File: src/verilog/checkpoint_pkg.sv
// sizes, threshold and vector types for the rename checkpoint array
`default_nettype none

package checkpoint_pkg;

	// ----------------------------------------
	// rename map table
	localparam int AR_COUNT = 8;
	localparam int LOG_PR_COUNT = 6;
	localparam int MAP_TABLE_WIDTH = AR_COUNT * LOG_PR_COUNT;

	// ----------------------------------------
	// branch predictor state
	localparam int LH_LENGTH = 8;
	localparam int GH_LENGTH = 12;
	localparam int RAS_INDEX_WIDTH = 3;

	// ----------------------------------------
	// checkpoint slots
	localparam int CHECKPOINT_COUNT = 8;
	localparam int CHECKPOINT_INDEX_WIDTH = 3;
	// low-confidence branches may checkpoint only above this many free slots
	localparam int CHECKPOINT_THRESHOLD = 3;
	// wide enough to hold 0 through CHECKPOINT_COUNT
	localparam int FREE_COUNT_WIDTH = 4;

	// register r holds its physical tag at bits r*LOG_PR_COUNT upward
	typedef logic [MAP_TABLE_WIDTH-1:0] map_table_t;

	typedef logic [LH_LENGTH-1:0] lh_t;
	typedef logic [GH_LENGTH-1:0] gh_t;
	typedef logic [RAS_INDEX_WIDTH-1:0] ras_index_t;

	typedef logic [CHECKPOINT_INDEX_WIDTH-1:0] checkpoint_index_t;
	typedef logic [FREE_COUNT_WIDTH-1:0] free_count_t;

endpackage

`default_nettype wire

File: src/verilog/checkpoint_alloc.sv
// slot valid bits, lowest free slot search, free count and threshold flag
`default_nettype none

module checkpoint_alloc (
	input logic CLK,
	input logic nRST,

	// save request from the front end
	input logic save_valid,
	output logic save_ready,
	output checkpoint_pkg::checkpoint_index_t save_index,
	output logic save_write,

	// branch resolved, slot can be freed
	input logic clear_valid,
	input checkpoint_pkg::checkpoint_index_t clear_index,

	output logic above_threshold
);

	import checkpoint_pkg::*;

	// one bit per slot, set while the slot holds a live checkpoint
	logic [CHECKPOINT_COUNT-1:0] slot_valid;
	logic [CHECKPOINT_COUNT-1:0] slot_valid_next;
	free_count_t free_count;

	// ----------------------------------------
	// lowest free slot
	// walk downward so the lowest free index is the last one written
	always_comb begin
		save_ready = 1'b0;
		save_index = '0;
		for (int i = CHECKPOINT_COUNT - 1; i >= 0; i--) begin
			if (!slot_valid[i]) begin
				save_ready = 1'b1;
				save_index = checkpoint_index_t'(i);
			end
		end
	end

	// full array drops the strobe
	assign save_write = save_valid & save_ready;

	// ----------------------------------------
	// free count and threshold
	always_comb begin
		free_count = '0;
		for (int i = 0; i < CHECKPOINT_COUNT; i++) begin
			if (!slot_valid[i]) begin
				free_count = free_count + 1'b1;
			end
		end
	end

	assign above_threshold = free_count > free_count_t'(CHECKPOINT_THRESHOLD);

	// ----------------------------------------
	// valid bit update
	// a save only lands on a free slot, so clear first then set
	always_comb begin
		slot_valid_next = slot_valid;
		if (clear_valid) begin
			slot_valid_next[clear_index] = 1'b0;
		end
		if (save_write) begin
			slot_valid_next[save_index] = 1'b1;
		end
	end

	always_ff @(posedge CLK, negedge nRST) begin
		if (~nRST) begin
			slot_valid <= '0;
		end
		else begin
			slot_valid <= slot_valid_next;
		end
	end

endmodule

`default_nettype wire

File: src/verilog/checkpoint_storage.sv
// snapshot array with one write port and separate map table and branch info read ports
`default_nettype none

module checkpoint_storage (
	input logic CLK,

	// snapshot write
	input logic write,
	input checkpoint_pkg::checkpoint_index_t write_index,
	input checkpoint_pkg::map_table_t write_map_table,
	input checkpoint_pkg::lh_t write_LH,
	input checkpoint_pkg::gh_t write_GH,
	input checkpoint_pkg::ras_index_t write_ras_index,

	// read indices, one per restore port
	input checkpoint_pkg::checkpoint_index_t map_table_read_index,
	input checkpoint_pkg::checkpoint_index_t branch_info_read_index,

	output checkpoint_pkg::map_table_t read_map_table,
	output checkpoint_pkg::lh_t read_LH,
	output checkpoint_pkg::gh_t read_GH,
	output checkpoint_pkg::ras_index_t read_ras_index
);

	import checkpoint_pkg::*;

	// ----------------------------------------
	// snapshot entries
	map_table_t map_table_entry [CHECKPOINT_COUNT];
	lh_t lh_entry [CHECKPOINT_COUNT];
	gh_t gh_entry [CHECKPOINT_COUNT];
	ras_index_t ras_index_entry [CHECKPOINT_COUNT];

	// one snapshot per slot, written at the allocated index
	always_ff @(posedge CLK) begin
		if (write) begin
			map_table_entry[write_index] <= write_map_table;
			lh_entry[write_index] <= write_LH;
			gh_entry[write_index] <= write_GH;
			ras_index_entry[write_index] <= write_ras_index;
		end
	end

	// ----------------------------------------
	// restore reads
	// map table and branch info may come from different slots
	assign read_map_table = map_table_entry[map_table_read_index];

	assign read_LH = lh_entry[branch_info_read_index];
	assign read_GH = gh_entry[branch_info_read_index];
	assign read_ras_index = ras_index_entry[branch_info_read_index];

endmodule

`default_nettype wire

File: src/verilog/checkpoint_array.sv
// allocator and snapshot storage joined into the checkpoint array
`default_nettype none

module checkpoint_array (
	input logic CLK,
	input logic nRST,

	// checkpoint save
	input logic save_valid,
	input checkpoint_pkg::map_table_t save_map_table,
	input checkpoint_pkg::lh_t save_LH,
	input checkpoint_pkg::gh_t save_GH,
	input checkpoint_pkg::ras_index_t save_ras_index,
	output logic save_ready,
	output checkpoint_pkg::checkpoint_index_t save_index,

	// map table restore
	input checkpoint_pkg::checkpoint_index_t map_table_restore_index,
	output checkpoint_pkg::map_table_t map_table_restore_map_table,

	// branch info restore
	input checkpoint_pkg::checkpoint_index_t branch_info_restore_index,
	output checkpoint_pkg::lh_t branch_info_restore_LH,
	output checkpoint_pkg::gh_t branch_info_restore_GH,
	output checkpoint_pkg::ras_index_t branch_info_restore_ras_index,

	// checkpoint clear
	input logic clear_valid,
	input checkpoint_pkg::checkpoint_index_t clear_index,

	output logic above_threshold
);

	// accepted save, writes the slot the allocator picked
	logic save_write;

	checkpoint_alloc u_checkpoint_alloc (
		.CLK(CLK),
		.nRST(nRST),
		.save_valid(save_valid),
		.save_ready(save_ready),
		.save_index(save_index),
		.save_write(save_write),
		.clear_valid(clear_valid),
		.clear_index(clear_index),
		.above_threshold(above_threshold)
	);

	checkpoint_storage u_checkpoint_storage (
		.CLK(CLK),
		.write(save_write),
		.write_index(save_index),
		.write_map_table(save_map_table),
		.write_LH(save_LH),
		.write_GH(save_GH),
		.write_ras_index(save_ras_index),
		.map_table_read_index(map_table_restore_index),
		.branch_info_read_index(branch_info_restore_index),
		.read_map_table(map_table_restore_map_table),
		.read_LH(branch_info_restore_LH),
		.read_GH(branch_info_restore_GH),
		.read_ras_index(branch_info_restore_ras_index)
	);

endmodule

`default_nettype wire

File: src/verilog/checkpoint_array_wrapper.sv
// top level with one register stage on every input and output of the checkpoint array
`default_nettype none

module checkpoint_array_wrapper (
	input logic CLK,
	input logic nRST,

	// checkpoint save
	input logic next_save_valid,
	input checkpoint_pkg::map_table_t next_save_map_table,
	input checkpoint_pkg::lh_t next_save_LH,
	input checkpoint_pkg::gh_t next_save_GH,
	input checkpoint_pkg::ras_index_t next_save_ras_index,
	output logic last_save_ready,
	output checkpoint_pkg::checkpoint_index_t last_save_index,

	// map table restore
	input checkpoint_pkg::checkpoint_index_t next_map_table_restore_index,
	output checkpoint_pkg::map_table_t last_map_table_restore_map_table,

	// branch info restore
	input checkpoint_pkg::checkpoint_index_t next_branch_info_restore_index,
	output checkpoint_pkg::lh_t last_branch_info_restore_LH,
	output checkpoint_pkg::gh_t last_branch_info_restore_GH,
	output checkpoint_pkg::ras_index_t last_branch_info_restore_ras_index,

	// checkpoint clear
	input logic next_clear_valid,
	input checkpoint_pkg::checkpoint_index_t next_clear_index,

	output logic last_above_threshold
);

	import checkpoint_pkg::*;

	// ----------------------------------------
	// array side of the register stages
	logic save_valid;
	map_table_t save_map_table;
	lh_t save_LH;
	gh_t save_GH;
	ras_index_t save_ras_index;
	logic save_ready;
	checkpoint_index_t save_index;

	checkpoint_index_t map_table_restore_index;
	map_table_t map_table_restore_map_table;

	checkpoint_index_t branch_info_restore_index;
	lh_t branch_info_restore_LH;
	gh_t branch_info_restore_GH;
	ras_index_t branch_info_restore_ras_index;

	logic clear_valid;
	checkpoint_index_t clear_index;

	logic above_threshold;

	checkpoint_array u_checkpoint_array (
		.CLK(CLK),
		.nRST(nRST),
		.save_valid(save_valid),
		.save_map_table(save_map_table),
		.save_LH(save_LH),
		.save_GH(save_GH),
		.save_ras_index(save_ras_index),
		.save_ready(save_ready),
		.save_index(save_index),
		.map_table_restore_index(map_table_restore_index),
		.map_table_restore_map_table(map_table_restore_map_table),
		.branch_info_restore_index(branch_info_restore_index),
		.branch_info_restore_LH(branch_info_restore_LH),
		.branch_info_restore_GH(branch_info_restore_GH),
		.branch_info_restore_ras_index(branch_info_restore_ras_index),
		.clear_valid(clear_valid),
		.clear_index(clear_index),
		.above_threshold(above_threshold)
	);

	// ----------------------------------------
	// input and output registers
	// strobes come out of reset inactive, everything else zeroed too
	always_ff @(posedge CLK, negedge nRST) begin
		if (~nRST) begin
			save_valid <= 1'b0;
			save_map_table <= '0;
			save_LH <= '0;
			save_GH <= '0;
			save_ras_index <= '0;
			map_table_restore_index <= '0;
			branch_info_restore_index <= '0;
			clear_valid <= 1'b0;
			clear_index <= '0;

			last_save_ready <= 1'b0;
			last_save_index <= '0;
			last_map_table_restore_map_table <= '0;
			last_branch_info_restore_LH <= '0;
			last_branch_info_restore_GH <= '0;
			last_branch_info_restore_ras_index <= '0;
			last_above_threshold <= 1'b0;
		end
		else begin
			// inputs
			save_valid <= next_save_valid;
			save_map_table <= next_save_map_table;
			save_LH <= next_save_LH;
			save_GH <= next_save_GH;
			save_ras_index <= next_save_ras_index;
			map_table_restore_index <= next_map_table_restore_index;
			branch_info_restore_index <= next_branch_info_restore_index;
			clear_valid <= next_clear_valid;
			clear_index <= next_clear_index;

			// outputs
			last_save_ready <= save_ready;
			last_save_index <= save_index;
			last_map_table_restore_map_table <= map_table_restore_map_table;
			last_branch_info_restore_LH <= branch_info_restore_LH;
			last_branch_info_restore_GH <= branch_info_restore_GH;
			last_branch_info_restore_ras_index <= branch_info_restore_ras_index;
			last_above_threshold <= above_threshold;
		end
	end

endmodule

`default_nettype wire

File: config.mk
export PLATFORM = sky130hd
export DESIGN_NAME = checkpoint_array_wrapper
export DESIGN_NICKNAME = d
export VERILOG_FILES = /design/src/verilog/checkpoint_pkg.sv /design/src/verilog/checkpoint_alloc.sv /design/src/verilog/checkpoint_storage.sv /design/src/verilog/checkpoint_array.sv /design/src/verilog/checkpoint_array_wrapper.sv
export SDC_FILE = /design/constraint.sdc
export NUM_CORES = 1
export LEC_CHECK = 0
export BUFFER_PORTS_ARGS = -buffer_cell sky130_fd_sc_hd__buf_2
export CAP_MARGIN = 30
export CORE_MARGIN = 3
export CORE_UTILIZATION = 40
export CTS_CLUSTER_SIZE = 20
export DETAILED_ROUTE_END_ITERATION = 8
export GPL_TIMING_DRIVEN = 0
export SYNTH_ARGS = -nofsm -noshare
export SYNTH_HDL_FRONTEND = slang
export SYNTH_SLANG_ARGS = --single-unit
File: constraint.sdc
create_clock -name CLK -period 7.5 [get_ports CLK]
set_clock_uncertainty 0.1 [all_clocks]
set_input_delay 0.375 -clock CLK [delete_from_list [all_inputs] [get_ports CLK]]
set_output_delay 0.375 -clock CLK [all_outputs]
set_load 0.02 [all_outputs]
==> out/metrics.cfg <==
[place]
numPortBuffers=159
place.gp.congestion=0.735
dp_hpwl_um=32300
dpl_cell_area_um2=28900
dp.cells=2162

[setup_path]
start_kind=register
crit_type=reg2reg
cp-endpoint=last_above_threshold$_DFF_PN0_
endpoint_kind=register
r2r-end=last_above_threshold$_DFF_PN0_
reg2reg_depth=17
r2r_slack_ns=3.35
worstPathMaxFanout=9
cp.required_ns=7.90
crit_arrival_ns=4.56

[clock_tree]
cts-root-buf=clkbuf_16
cts_inserted_buffers=79
cts_setup_buffers=0
cts_buffer_depth=3
path_clk_slew_ns=0.06
cts_sinks=734
clock_latency_ns=0.61
htreeDepth=3
cts_resized=0
cts_tree=built

[final_layout]
final_area_um2=32200
final_common_cell=edfxtp_1
finalNonFillerCells=2394
nets=1563
final_core_util_pct=49.8
areaGrowthSynthToFinish_pct=22.7
num-fill-cells=5252
drive_above_1_share_pct=36.2
final_cell_mix=568 x edfxtp_1, 171 x buf_2, 166 x dfrtp_1

[grt]
antenna_found_initial=3
grt_usage_pct=15.6
overflow=0
grt_max_degree=99
grt_pass1_vias=13100
grt_pass1_wl_um=81300

[logic_synthesis]
synth_fp_nets=1204
yosys_warnings=0
netlist_area_um2=26300
synthArstFlopShare_pct=22.6
synth_edf_count=568
synthCells=1112
synthFlopType=edfxtp_1
synth_cell_type_count=45
ys_ff_latch=734
ys_seq_area_share_pct=80.7
postSynthAreaPerCell_um2=23.6

[sta]
finalCriticalPeriod_ns=4.15
worst_pin_slew_ns=0.897
fin_setup_tns_ns=0
rsz0062_at_grt=false
setup_viol=0
finalMaxSlewViolations=0
finalHoldViolCount=0
finalCritPeriodShare_pct=55.4
max_freq_mhz=241
relSlewSlack_pct=40.2

[die]
die_h_um=262
initial_core_util_pct=40.6
die_area_um2=68800
fp.dieW_um=262
ios=160
row_count=93
core_area_um2=64700

[power_and_ir_drop]
powerDensity_nw_per_um2=329
p_switching_w=0.00269
p_int_w=0.00790
swShare_pct=25.4
p_clk_share_pct=35.4
power_w=0.0106
p_seq_share_pct=47.7
ir_drop_v=0.000178
leakagePower_nw=11.3
p_comb_share_pct=16.9

[drt]
dr.pass1.iters=5
wl_per_cell_um=22.0
drt.antenna.violating_nets=0
vias=11900
drt_iter0_markers=830
drc=0
wl_um=52700
routed_via_density=4.98

[status]
outcome=finished, final reports clean

[flow_run]
maxCapViolations=0

[worst_hold_path]
hold_class=in2async

[cell type report]
cell class | instances | area, um2 | share of cell area (%)
Antenna cell | 1 | 2.50 | 0.00776
Buffer | 44 | 189 | 0.586
Clock buffer | 116 | 2220 | 6.87
Clock inverter | 32 | 318 | 0.986
Inverter | 9 | 33.8 | 0.105
Multi-Input combinational cell | 325 | 4910 | 15.2
Sequential cell | 734 | 21200 | 65.8
Tap cell | 855 | 1070 | 3.32
Timing Repair Buffer | 278 | 2300 | 7.12
[logic make-up (layout without fill, tap and decap cells)]
family                   count (synthesis)  count (layout)  synth area share [%]
buffers and inverters                   53             479                 0.847
flip-flops                             734             734                  80.7
AND/OR/NAND/NOR                         57              57                  1.19
XOR/XNOR                                12              12                 0.571
AO/OA/AOI/OAI                           29              29                 0.866
adder cells (fa/ha/maj)                  8               8                 0.381
multiplexers                           219             219                  15.4
other                                    0               1                     0
[power groups by stage]
stage	Clock [W]	Combinational [W]	Sequential, W
finish	0.00375	0.00179	0.00505
global route	0.00404	0.00198	0.00510
CTS	0.00385	0.00184	0.00506
detailed placement	0	0.00180	0.00514
global placement	0	0.00161	0.00523
floorplan	0	0.00108	0.00523
[critical path, cell delays in order (launching register included)]
cell and delay [ns]:
dfrtp_1 0.53, inv_1 0.15, ha_1 0.32, buf_6 0.14, xnor2_1 0.24, ha_1 0.31
xor2_1 0.15, a21oi_1 0.18, xnor2_1 0.11, mux2_2 0.29, ha_1 0.18, nor2b_1 0.13
xnor2_1 0.30, xor2_1 0.33, nand2_1 0.10, a22oi_1 0.17, mux2i_1 0.11, a221oi_2 0.21
[stage by stage]
step,worst slack [ns],hold slack [ns]
floorplan,0.888,-0.0206
global placement,-5.43,0.383
detailed placement,3.35,0.269
CTS,3.34,0.214
global route,3.08,0.242
finish,3.35,0.204
[registers in the layout, indices dropped and copies added, names as in the netlist]
register,flops
save_ras_index,3
last_branch_info_restore_GH,12
map_table_restore_index,3
last_map_table_restore_map_table,48
u_checkpoint_array.u_checkpoint_storage.lh_entry,64
u_checkpoint_array.u_checkpoint_alloc.slot_valid,8
save_map_table,48
save_valid,1
branch_info_restore_index,3
clear_valid,1
save_GH,12
last_above_threshold,1
last_branch_info_restore_ras_index,3
clear_index,3
u_checkpoint_array.u_checkpoint_storage.map_table_entry,384
u_checkpoint_array.u_checkpoint_storage.gh_entry,96
last_branch_info_restore_LH,8
last_save_ready,1
last_save_index,3
u_checkpoint_array.u_checkpoint_storage.ras_index_entry,24
save_LH,8
[worst min path at each step]
stage / end / from / cells past startpoint
after floorplan: branch_info_restore_index[0]$_DFF_PN0_ / nRST / 0
after global placement: branch_info_restore_index[0]$_DFF_PN0_ / next_branch_info_restore_index[0] / 1
after detailed placement: save_map_table[12]$_DFF_PN0_ / nRST / 1
after CTS: save_map_table[12]$_DFF_PN0_ / nRST / 2
after global routing: save_map_table[12]$_DFF_PN0_ / nRST / 2
final: save_map_table[12]$_DFF_PN0_ / nRST / 2
[cells in the mapped netlist (3+ instances only)]
master	count	area, um2
a21oi_1	4	20.0
xnor2_1	4	35.0
edfxtp_1	568	17100
buf_1	3	11.3
nand3_1	5	25.0
mux2i_1	4	40.0
nand2_1	14	52.6
inv_1	9	33.8
clkbuf_1	27	101
nand2b_1	3	18.8
dfrtp_1	166	4150
nor2b_1	8	50.1
nand3b_1	3	22.5
mux4_2	142	3200
a21o_1	6	45.0
xor2_1	4	35.0
ha_1	8	100
o21ai_0	3	15.0
mux2_2	73	822
nor2_1	13	48.8
buf_2	13	65.1
[timing repair]
action	in CTS	in global routing
endpoints found under the hold margin	150	0
hold buffers	83	0
setup endpoints to repair	0	0
[per-layer routing]
layer / part of all wire (%) / up-vias / track usage (%) / wire [um]
met5: 0.025 / - / 0 / 13
met4: 1.7 / 2 / 3.67 / 907
met3: 4.4 / 80 / 3.30 / 2300
met2: 50 / 256 / 26.3 / 26600
met1: 43 / 6321 / 21.0 / 22900
li1: - / 5273 / - / -
No activity file was read; power rests on OpenSTA's default activity.
